$ cat config.mk
export PLATFORM = sky130hd
export DESIGN_NAME = sram_channel_unit
export DESIGN_NICKNAME = d
export VERILOG_FILES = /design/src/sram_pkg.sv /design/src/burst_credit_counter.sv /design/src/channel_fifo.sv /design/src/latency_bridge.sv /design/src/sram_channel_unit.sv
export SDC_FILE = /design/constraint.sdc
export NUM_CORES = 1
export LEC_CHECK = 0
export BUFFER_PORTS_ARGS = -buffer_cell sky130_fd_sc_hd__buf_2
export CAP_MARGIN = 20
export CORE_MARGIN = 5
export CORE_UTILIZATION = 61
export DETAILED_ROUTE_END_ITERATION = 8
export GPL_TIMING_DRIVEN = 0
export PLACE_DENSITY_LB_ADDON = 0.25
export RECOVER_POWER = 25
export SYNTH_ARGS = -nofsm -noshare
export SYNTH_HDL_FRONTEND = slang
export SYNTH_HIERARCHICAL = 1
export SYNTH_SLANG_ARGS = --single-unit
$ cat constraint.sdc
create_clock -name clk -period 7.3 [get_ports clk]
set_clock_uncertainty 0.1 [all_clocks]
set_input_delay 1.46 -clock clk [delete_from_list [all_inputs] [get_ports clk]]
set_output_delay 1.46 -clock clk [all_outputs]
set_load 0.005 [all_outputs]
$ cat src/sram_pkg.sv
// SRAM channel package: shared widths, FIFO depth and bridge sizing

package sram_pkg;

        // ========================================
        // Datapath
        // ========================================

        // Bits carried per beat
        localparam int DATA_WIDTH = 32;

        // FIFO entries in one channel, also the full allocation space
        localparam int SRAM_DEPTH = 16;

        // Pointer address bits, pointers themselves carry one more
        localparam int ADDR_WIDTH = $clog2(SRAM_DEPTH);

        // Counts and space reports, wide enough to hold SRAM_DEPTH itself
        localparam int COUNT_WIDTH = ADDR_WIDTH + 1;

        // Burst length in beats on alloc and drain requests
        localparam int SIZE_WIDTH = 8;

        // ========================================
        // Latency bridge
        // ========================================

        // Skid entries behind the registered FIFO read
        localparam int BRIDGE_SKID_DEPTH = 4;

        // Occupancy spans 0..5: one read in flight plus a full skid queue
        localparam int BRIDGE_OCC_WIDTH = 3;

endpackage : sram_pkg

$ cat src/burst_credit_counter.sv
// Burst credit counter: +1 per beat pulse, -burst_size per request strobe

module burst_credit_counter #(
        // Value loaded on reset
        parameter int INIT_COUNT = 0
) (
        input  logic                             clk,
        input  logic                             rst_n,

        // Single-beat credit event
        input  logic                             beat,

        // Burst claim, one-cycle strobe with its size in beats
        input  logic                             burst_req,
        input  logic [sram_pkg::SIZE_WIDTH-1:0]  burst_size,

        output logic [sram_pkg::COUNT_WIDTH-1:0] count
);

        // Per-cycle contributions, each zero when its event is absent
        logic [sram_pkg::COUNT_WIDTH-1:0] beat_inc;
        logic [sram_pkg::COUNT_WIDTH-1:0] burst_dec;

        assign beat_inc = {{(sram_pkg::COUNT_WIDTH-1){1'b0}}, beat};

        // Burst size folded to count width; modulo arithmetic keeps the sum exact
        assign burst_dec = burst_req ? burst_size[sram_pkg::COUNT_WIDTH-1:0]
                                     : '0;

        // ========================================
        // Credit register
        // ========================================

        // Beat and burst may land on the same edge, both apply
        always_ff @(posedge clk or negedge rst_n) begin
                if (!rst_n) begin
                        count <= INIT_COUNT[sram_pkg::COUNT_WIDTH-1:0];
                end else begin
                        count <= count + beat_inc - burst_dec;
                end
        end

endmodule : burst_credit_counter

$ cat src/channel_fifo.sv
// Channel FIFO: synchronous storage with a registered read port like an SRAM

module channel_fifo (
        input  logic                            clk,
        input  logic                            rst_n,

        // Write port
        input  logic                            push,
        input  logic [sram_pkg::DATA_WIDTH-1:0] wr_data,

        // Read port, data valid the cycle after pop
        input  logic                            pop,
        output logic [sram_pkg::DATA_WIDTH-1:0] rd_data,

        // Status
        output logic                            full,
        output logic                            empty
);

        // ========================================
        // Storage and pointers
        // ========================================

        logic [sram_pkg::DATA_WIDTH-1:0] mem [sram_pkg::SRAM_DEPTH];

        // Extra MSB tells a full wrap apart from empty
        logic [sram_pkg::ADDR_WIDTH:0]   wr_ptr;
        logic [sram_pkg::ADDR_WIDTH:0]   rd_ptr;

        // Qualified strobes, never write a full or read an empty array
        logic                            do_push;
        logic                            do_pop;

        assign do_push = push & ~full;
        assign do_pop  = pop & ~empty;

        // Same address, MSBs differ -> writer lapped the reader
        assign full  = (wr_ptr[sram_pkg::ADDR_WIDTH] != rd_ptr[sram_pkg::ADDR_WIDTH]) &&
                       (wr_ptr[sram_pkg::ADDR_WIDTH-1:0] == rd_ptr[sram_pkg::ADDR_WIDTH-1:0]);

        // Identical pointers
        assign empty = (wr_ptr == rd_ptr);

        // ========================================
        // Pointer update
        // ========================================

        always_ff @(posedge clk or negedge rst_n) begin
                if (!rst_n) begin
                        wr_ptr <= '0;
                        rd_ptr <= '0;
                end else begin
                        if (do_push) begin
                                wr_ptr <= wr_ptr + 1'b1;
                        end
                        if (do_pop) begin
                                rd_ptr <= rd_ptr + 1'b1;
                        end
                end
        end

        // ========================================
        // Array write and registered read
        // ========================================

        always_ff @(posedge clk) begin
                if (do_push) begin
                        mem[wr_ptr[sram_pkg::ADDR_WIDTH-1:0]] <= wr_data;
                end
        end

        // Read register holds its word until the next pop
        always_ff @(posedge clk) begin
                if (do_pop) begin
                        rd_data <= mem[rd_ptr[sram_pkg::ADDR_WIDTH-1:0]];
                end
        end

endmodule : channel_fifo

$ cat src/latency_bridge.sv
// Latency bridge: pops the FIFO and hides its read latency behind a skid queue

module latency_bridge (
        input  logic                            clk,
        input  logic                            rst_n,

        // FIFO side
        input  logic                            fifo_empty,
        output logic                            fifo_pop,
        input  logic [sram_pkg::DATA_WIDTH-1:0] fifo_data,

        // Downstream valid/ready
        output logic                            m_valid,
        input  logic                            m_ready,
        output logic [sram_pkg::DATA_WIDTH-1:0] m_data
);

        localparam int IDX_W = $clog2(sram_pkg::BRIDGE_SKID_DEPTH);

        logic [sram_pkg::DATA_WIDTH-1:0]       skid_q [sram_pkg::BRIDGE_SKID_DEPTH];
        logic [IDX_W-1:0]                      q_wr_idx;
        logic [IDX_W-1:0]                      q_rd_idx;
        logic [sram_pkg::BRIDGE_OCC_WIDTH-1:0] q_count;

        // Beat sitting in the FIFO read register, not yet captured
        logic                                  rd_pending;
        logic [sram_pkg::BRIDGE_OCC_WIDTH-1:0] pending_ext;
        logic [sram_pkg::BRIDGE_OCC_WIDTH-1:0] occupancy;
        logic                                  m_fire;
        logic                                  capture;

        assign pending_ext = {{(sram_pkg::BRIDGE_OCC_WIDTH-1){1'b0}}, rd_pending};
        assign occupancy   = q_count + pending_ext;
        assign m_valid     = (q_count != '0);
        assign m_data      = skid_q[q_rd_idx];
        assign m_fire      = m_valid & m_ready;

        // Take the pending beat when a slot is free or the head leaves now
        assign capture  = rd_pending & ((q_count != sram_pkg::BRIDGE_SKID_DEPTH) | m_fire);

        // Below five total; a pending beat with a full queue blocks the pop
        assign fifo_pop = ~fifo_empty & (occupancy < (sram_pkg::BRIDGE_SKID_DEPTH + 1));

        // ========================================
        // Control state
        // ========================================

        always_ff @(posedge clk or negedge rst_n) begin
                if (!rst_n) begin
                        rd_pending <= 1'b0;
                        q_wr_idx   <= '0;
                        q_rd_idx   <= '0;
                        q_count    <= '0;
                end else begin
                        // New read refills the flag in the cycle the old one is captured
                        rd_pending <= fifo_pop | (rd_pending & ~capture);
                        if (capture) begin
                                q_wr_idx <= q_wr_idx + 1'b1;
                        end
                        if (m_fire) begin
                                q_rd_idx <= q_rd_idx + 1'b1;
                        end
                        case ({capture, m_fire})
                                2'b10:   q_count <= q_count + 1'b1;
                                2'b01:   q_count <= q_count - 1'b1;
                                default: q_count <= q_count;
                        endcase
                end
        end

        // Skid payload
        always_ff @(posedge clk) begin
                if (capture) begin
                        skid_q[q_wr_idx] <= fifo_data;
                end
        end

endmodule : latency_bridge

$ cat src/sram_channel_unit.sv
// SRAM channel unit: FIFO, latency bridge and burst credit tracking for one channel

module sram_channel_unit (
        input  logic                             clk,
        input  logic                             rst_n,

        // Allocation from the read engine
        input  logic                             axi_rd_alloc_req,
        input  logic [sram_pkg::SIZE_WIDTH-1:0]  axi_rd_alloc_size,
        output logic [sram_pkg::COUNT_WIDTH-1:0] axi_rd_alloc_space_free,

        // Beats in from the read engine
        input  logic                             axi_rd_sram_valid,
        output logic                             axi_rd_sram_ready,
        input  logic [sram_pkg::DATA_WIDTH-1:0]  axi_rd_sram_data,

        // Drain claims from the write engine
        output logic [sram_pkg::COUNT_WIDTH-1:0] axi_wr_drain_data_avail,
        input  logic                             axi_wr_drain_req,
        input  logic [sram_pkg::SIZE_WIDTH-1:0]  axi_wr_drain_size,

        // Beats out to the write engine
        output logic                             axi_wr_sram_valid,
        input  logic                             axi_wr_sram_ready,
        output logic [sram_pkg::DATA_WIDTH-1:0]  axi_wr_sram_data
);

        // Handshake pulses
        logic                             in_fire;
        logic                             out_fire;

        // FIFO to bridge
        logic                             fifo_pop;
        logic [sram_pkg::DATA_WIDTH-1:0]  fifo_rd_data;
        logic                             fifo_full;
        logic                             fifo_empty;

        // Raw allocation count, registered before it leaves
        logic [sram_pkg::COUNT_WIDTH-1:0] alloc_count;

        assign axi_rd_sram_ready = ~fifo_full;
        assign in_fire           = axi_rd_sram_valid & axi_rd_sram_ready;
        assign out_fire          = axi_wr_sram_valid & axi_wr_sram_ready;

        // ========================================
        // Credit counters
        // ========================================

        // Space comes back only when a beat leaves the unit
        burst_credit_counter #(
                .INIT_COUNT (sram_pkg::SRAM_DEPTH)
        ) u_alloc_credit (
                .clk        (clk),
                .rst_n      (rst_n),
                .beat       (out_fire),
                .burst_req  (axi_rd_alloc_req),
                .burst_size (axi_rd_alloc_size),
                .count      (alloc_count)
        );

        // Beats written minus claimed; bridge contents are already counted here
        burst_credit_counter #(
                .INIT_COUNT (0)
        ) u_drain_credit (
                .clk        (clk),
                .rst_n      (rst_n),
                .beat       (in_fire),
                .burst_req  (axi_wr_drain_req),
                .burst_size (axi_wr_drain_size),
                .count      (axi_wr_drain_data_avail)
        );

        // ========================================
        // Datapath
        // ========================================

        channel_fifo u_fifo (
                .clk     (clk),
                .rst_n   (rst_n),
                .push    (in_fire),
                .wr_data (axi_rd_sram_data),
                .pop     (fifo_pop),
                .rd_data (fifo_rd_data),
                .full    (fifo_full),
                .empty   (fifo_empty)
        );

        latency_bridge u_bridge (
                .clk        (clk),
                .rst_n      (rst_n),
                .fifo_empty (fifo_empty),
                .fifo_pop   (fifo_pop),
                .fifo_data  (fifo_rd_data),
                .m_valid    (axi_wr_sram_valid),
                .m_ready    (axi_wr_sram_ready),
                .m_data     (axi_wr_sram_data)
        );

        // Extra stage cuts the path back into the read engine
        always_ff @(posedge clk or negedge rst_n) begin
                if (!rst_n) begin
                        axi_rd_alloc_space_free <= sram_pkg::SRAM_DEPTH[sram_pkg::COUNT_WIDTH-1:0];
                end else begin
                        axi_rd_alloc_space_free <= alloc_count;
                end
        end

endmodule : sram_channel_unit

==> results of run 1 <==
cells in the mapped netlist (7+ instances only):
master	instances
mux4_1	25
buf_4	8
nand2_1	17
xnor2_1	22
ha_1	27
buf_2	24
and2_1	7
o22ai_1	64
mux4_2	135
inv_1	14
edfxtp_1	672
nor2_1	38
dfrtp_1	31
clkbuf_1	13
nor3_1	10
per-layer routing:
layer | vias to the layer above | global-route usage | part of all wire | wire length [um]
li1 | 5444 | - | - | -
met1 | 6734 | 0.339 | 0.39 | 21900
met2 | 577 | 0.386 | 0.50 | 28000
met3 | 115 | 0.0502 | 0.084 | 4700
met4 | 2 | 0.0757 | 0.028 | 1560
met5 | - | 0 | 0.00012 | 7
power breakdown:
group          internal [uW]  switching (uW)  leakage (uW)  total (uW)
Combinational           1760            2310       0.00276        4070
Sequential              5480             282       0.00650        5770
Clock                   1990            1390       0.00105        3380
Total                   9230            3990        0.0103       13200
area by class of cell:
cell class,instances,area (um^2),share of cell area
sequential,705,21000,0.677
clock inverter,33,274,0.00884
inverter,14,52.6,0.00169
tap,592,741,0.0239
multi-input combinational,411,5570,0.179
buffer,60,423,0.0136
timing repair buffer,148,1060,0.0343
antenna,4,10.0,0.000323
clock buffer,86,1870,0.0604
kinds of logic after synthesis:
kind of cell             Yosys count
AO/OA/AOI/OAI                     92
XOR/XNOR                          27
adder cells (fa/ha/maj)           30
buffers and inverters             74
flip-flops                       705
multiplexers                     164
AND/OR/NAND/NOR                   98
metrics by stage:
stage	area, um^2	instances
after floorplan	27000	1190
after global placement	28100	1873
after detailed placement	28900	1930
after CTS	31000	2049
after global routing	31000	2050
final	31000	2053
worst paths after layout:
check / startpoint / endpoint / cells past startpoint
min reg2reg: u_alloc_credit/count[2]$_DFF_PN0_ / axi_rd_alloc_space_free[2]$_DFF_PN0_ / 0
min in group asynchronous: rst_n / u_bridge/q_wr_idx[0]$_DFFE_PN0P_ / 1
min: u_alloc_credit/count[2]$_DFF_PN0_ / axi_rd_alloc_space_free[2]$_DFF_PN0_ / 0
max reg2reg: u_fifo/rd_ptr[2]$_DFFE_PN0P_ / u_fifo/mem[1][14]$_DFFE_PP_ / 11
max: u_fifo/rd_ptr[2]$_DFFE_PN0P_ / axi_rd_sram_ready / 8
max in group asynchronous: rst_n / u_fifo/wr_ptr[2]$_DFFE_PN0P_ / 1
flip-flops by register name (all words and copies together), names as in the netlist:
register and flops:
u_bridge/q_wr_idx 2, u_fifo/rd_ptr 5, u_bridge/skid_q 128, u_alloc_credit/count 5, u_fifo/mem 512, axi_rd_alloc_space_free 5
u_bridge/q_rd_idx 2, u_fifo/wr_ptr 5, u_bridge/rd_pending 1, u_bridge/q_count 3, u_fifo/rd_data 32, u_drain_credit/count 5
==> results.json, run 1 <==
{
  "h-tree-depth": 3,
  "max_cap_violations": 0,
  "area_growth_pct": 15.1,
  "cp.arrival_ns": 2.50,
  "viasPerCell": 6.27,
  "cp-end-kind": "primary output",
  "grt_pass1_vias": 13200,
  "synthXorXnorAreaFrac": 0.00877,
  "rows": 77,
  "fin_crit_ns": 4.06,
  "gp_congestion": 0.775,
  "slew_viol_final": 0,
  "die_w_um": 220,
  "final_common_cell": "edfxtp_1",
  "final_util": 0.706,
  "synth_nets": 1274,
  "regToRegSetupSlack_ns": 3.37,
  "layout_common_cells": "672 x edfxtp_1, 135 x mux4_2, 95 x buf_2, 72 x clkbuf_16, 64 x o22ai_1",
  "cts_tree": "done",
  "timing.final.crit_share": 0.556,
  "setup_ws_ns": 3.24,
  "io_pins": 98,
  "slowest_stage": "dfrtp_1",
  "track_usage": 0.239,
  "root_buffer": "clkbuf_16",
  "synth_top_area_frac": 0.749,
  "wl_um": 56200,
  "synthAdderAreaFrac": 0.0148,
  "dieArea_um2": 48500,
  "synthMuxAreaShare": 0.139,
  "antenna_found_initial": 4,
  "synth_area_leader_cell": "edfxtp_1",
  "core_area_um2": 43900,
  "avgSynthCellArea_um2": 22.6,
  "cts_buffer_depth": 3,
  "status": "completed",
  "drc_errors": 0,
  "critPathMaxStageDelay_ns": 0.38,
  "rsz0062_at_grt": "no",
  "synth_top_flop_cell": "edfxtp_1",
  "vias": 12900,
  "synth_edf_count": 672,
  "first_pass_iters": 5,
  "fin_hold_ws_ns": 0.281,
  "dr.first_iter.drc_count": 1452,
  "synth-simple-area-share": 0.0175,
  "worstMarginPinSlew_ns": 1.13,
  "syn_area_um2": 27000,
  "io_buffers": 91,
  "dp_hpwl_um": 35900,
  "ys_warn_count": 6,
  "grt_max_degree": 34,
  "post_synth_num_cell_types": 56,
  "cp_max_fo": 11,
  "cts_buffers": 69,
  "fmax_ghz": 0.246,
  "wl_per_cell_um": 27.4,
  "setup_viol": 0,
  "synth-seq-area-share": 0.779,
  "drtAntennaViolNets": 0,
  "path_delay_family": "buffers and inverters",
  "grt_pass1_wl_um": 84000,
  "cts.repair.resized": 0,
  "synth-seq-cells": 705,
  "hold_viol_final": 0,
  "nets": 1493,
  "synth_top_family_by_area": "multiplexers",
  "ir_worst_vdd_uv": 324,
  "hp-class": "reg2reg",
  "cp.buffers_inverters": 5,
  "drive_gt1_frac": 0.294,
  "initial_utilization": 0.613,
  "path_common_cell": "buf_2",
  "ctsHoldBuffers": 0,
  "clkLatencyLatePin_ns": 0.58,
  "critPathKind": "reg2out",
  "cts_setup_buffers": 0,
  "ys_top_cells_by_area": "edfxtp_1 75%, mux4_2 11%, dfrtp_1 2.9%, mux4_1 2.4%, o22ai_1 1.5%",
  "worstPathRequired_ns": 5.74,
  "cts_sinks": 705,
  "grt_overflow_total": 0,
  "start_kind": "flop",
  "powerDensity_nw_per_um2": 426,
  "path_cells": "buf_2 > xnor2_1 > nand4_1 > buf_4 > nor2_2 > buf_2 > inv_1 > buf_2",
  "synth-async-reset-ratio": 0.0468,
  "finalPower_uw": 13200,
  "relSlewSlack": 0.245,
  "fillers": 2617,
  "die_h_um": 220,
  "synth_compound_area_frac": 0.0227,
  "syn_inst": 1190,
  "p_leak_uw": 0.0103,
  "fin_setup_tns_ns": 0,
  "pre_cts_ws_ns": 3.43,
  "path_clk_slew_ns": 0.06
}
Power figures use the tool's default switching activity.
==> run 2: changes to the inputs <==
ABC_AREA = 1   (was not set)
CORE_UTILIZATION = 62   (was 61)
clock period = 4.3 ns   (was 7.3 ns; I/O delays follow)
==> results.json, run 2 <==
{
  "grt_pass1_vias": 18700,
  "drtAntennaViolNets": 0,
  "dr.first_iter.drc_count": 2349,
  "r2r.worst_path.cells": 15,
  "slew_viol_final": 0,
  "powerDensity_nw_per_um2": 736,
  "place_area_um2": 30400,
  "fin_setup_tns_ns": 0,
  "cts.repair.resized": 0,
  "ctsHoldBuffers": 0,
  "dp_hpwl_um": 46500,
  "cts_tree": "done",
  "post_synth_num_cell_types": 33,
  "cts_buffer_depth": 3,
  "first_pass_iters": 5,
  "wl_um": 70300,
  "drive_gt1_frac": 0.107,
  "io_buffers": 91,
  "vias": 19000,
  "syn_inst": 2378,
  "synth-async-reset-ratio": 0.0468,
  "multi_input_area_um2": 6650,
  "drc_errors": 0,
  "final_common_cell": "edfxtp_1",
  "cp_max_fo": 17,
  "hold_viol_final": 0,
  "synth_top_flop_cell": "edfxtp_1",
  "area_growth_pct": 14.3,
  "p_leak_uw": 0.0120,
  "cts_buffers": 70,
  "syn_area_um2": 28500,
  "seqCellArea_um2": 21000,
  "avgSynthCellArea_um2": 12.0,
  "status": "completed",
  "synth_nets": 2462,
  "max_cap_violations": 0,
  "finalPower_uw": 24000,
  "synth-seq-cells": 705,
  "relSlewSlack": 0.402,
  "synth-seq-area-share": 0.737,
  "setup_viol": 0,
  "final_area_um2": 32600,
  "clkLatencyLatePin_ns": 0.61,
  "ys_top_cells_by_area": "edfxtp_1 71%, nand2_1 6.6%, nor2_1 5.8%, o21ai_0 4.4%, dfrtp_1 2.7%",
  "path_clk_slew_ns": 0.06,
  "timing.final.crit_share": 0.808,
  "dieArea_um2": 50400,
  "layout_common_cells": "672 x edfxtp_1, 501 x nand2_1, 431 x nor2_1, 252 x o21ai_0, 120 x nand3_1",
  "ys_warn_count": 6,
  "nets": 2646,
  "fillers": 2927,
  "start_kind": "flop",
  "root_buffer": "clkbuf_16",
  "regToRegSetupSlack_ns": 0.83,
  "final_util": 0.718,
  "synth_most_common_cell": "edfxtp_1",
  "cp.arrival_ns": 3.68,
  "initial_utilization": 0.628,
  "antenna_found_initial": 1,
  "fmax_ghz": 0.288,
  "io_pins": 98,
  "ir_worst_vdd_uv": 475,
  "grt_max_degree": 34,
  "die_h_um": 224,
  "cts_sinks": 705,
  "hp-class": "in2async",
  "worstPathRequired_ns": 4.50,
  "grt_pass1_wl_um": 106000,
  "synth_top_area_frac": 0.708,
  "critPathKind": "reg2reg",
  "viasPerCell": 5.92,
  "fin_crit_ns": 3.47,
  "wl_per_cell_um": 21.8,
  "cts_setup_buffers": 0,
  "die_w_um": 224,
  "grt_overflow_total": 0,
  "synth_area_leader_cell": "edfxtp_1",
  "h-tree-depth": 3,
  "fin_hold_ws_ns": 0.229,
  "gp_congestion": 0.872,
  "synth_edf_count": 672,
  "largest_reg_flops": 512,
  "synth_common_cells": "672 x edfxtp_1, 501 x nand2_1, 440 x nor2_1",
  "rows": 78,
  "worstMarginPinSlew_ns": 0.897,
  "cp-end-kind": "flop",
  "rsz0062_at_grt": "no",
  "track_usage": 0.276,
  "core_area_um2": 45400
}
## run 2: cell types whose count changed after synthesis, moves of 15 or more
cell and change:
nand2_1 +484, nor2_1 +402, o21ai_0 +250, mux4_2 -135, nand3_1 +118, inv_1 +64
clkbuf_1 +38, o21ai_1 +37, o22ai_1 -32, mux4_1 -25, xnor2_1 -19, buf_2 +15
## run 2: worst paths after layout
kind | startpoint | to
setup / recovery | u_fifo/rd_ptr[0]$_DFFE_PN0P_ | u_fifo/mem[3][18]$_DFFE_PP_
hold / removal | rst_n | axi_rd_alloc_space_free[1]$_DFF_PN0_
setup reg to reg | u_fifo/rd_ptr[0]$_DFFE_PN0P_ | u_fifo/mem[3][18]$_DFFE_PP_
hold reg to reg | u_alloc_credit/count[2]$_DFF_PN0_ | axi_rd_alloc_space_free[2]$_DFF_PN0_
max in group asynchronous | rst_n | u_bridge/q_rd_idx[0]$_DFFE_PN0P_
min in group clk | u_alloc_credit/count[2]$_DFF_PN0_ | axi_rd_alloc_space_free[2]$_DFF_PN0_
## run 2: per-stage QoR
step	worst slack, ns	cells
global route	0.640	3217
global placement	-0.875	3069
floorplan	0.748	2378
finish	0.825	3218
detailed placement	0.911	3089
CTS	0.838	3216
## run 2: logic make-up after synthesis
group	synth area share
AND/OR/NAND/NOR	0.153
AO/OA/AOI/OAI	0.0593
XOR/XNOR	0.00338
buffers and inverters	0.0335
adder cells (fa/ha/maj)	0.0140
flip-flops	0.737
## run 2: area by class of cell
type                       instances  share of cell area
multi-input combinational       1459               0.204
tap                              600              0.0230
inverter                          92              0.0107
antenna                            1           0.0000768
buffer                           122              0.0187
clock inverter                    32             0.00830
clock buffer                      95              0.0596
timing repair buffer             112              0.0305
sequential                       705               0.645
## run 2: routing by layer
metal	vias to the layer above	part of all wire	track usage
met2	1089	0.49	0.460
met1	9184	0.37	0.363
li1	8575	-	-
met4	2	0.040	0.107
met5	-	0.00010	0
met3	197	0.10	0.0581
## run 2: where the power goes
| group | internal [uW] | switching, uW |
|---|---|---|
| registers | 9210 | 499 |
| clock network | 3410 | 2460 |
| logic | 2500 | 5910 |
## run 2: worst max-delay path, cell delays in order, from the launching register on
cell     delay (ns)
dfrtp_1        0.40
buf_4          0.18
inv_4          0.09
buf_6          0.14
buf_6          0.18
nand2_2        0.08
nand2_2        0.09
nor2_4         0.05
nand3_4        0.14
inv_1          0.10
nor2_2         0.32
nand2_1        0.12
inv_1          0.09
nand2_1        0.20
nor2_4         0.60
buf_16         0.24
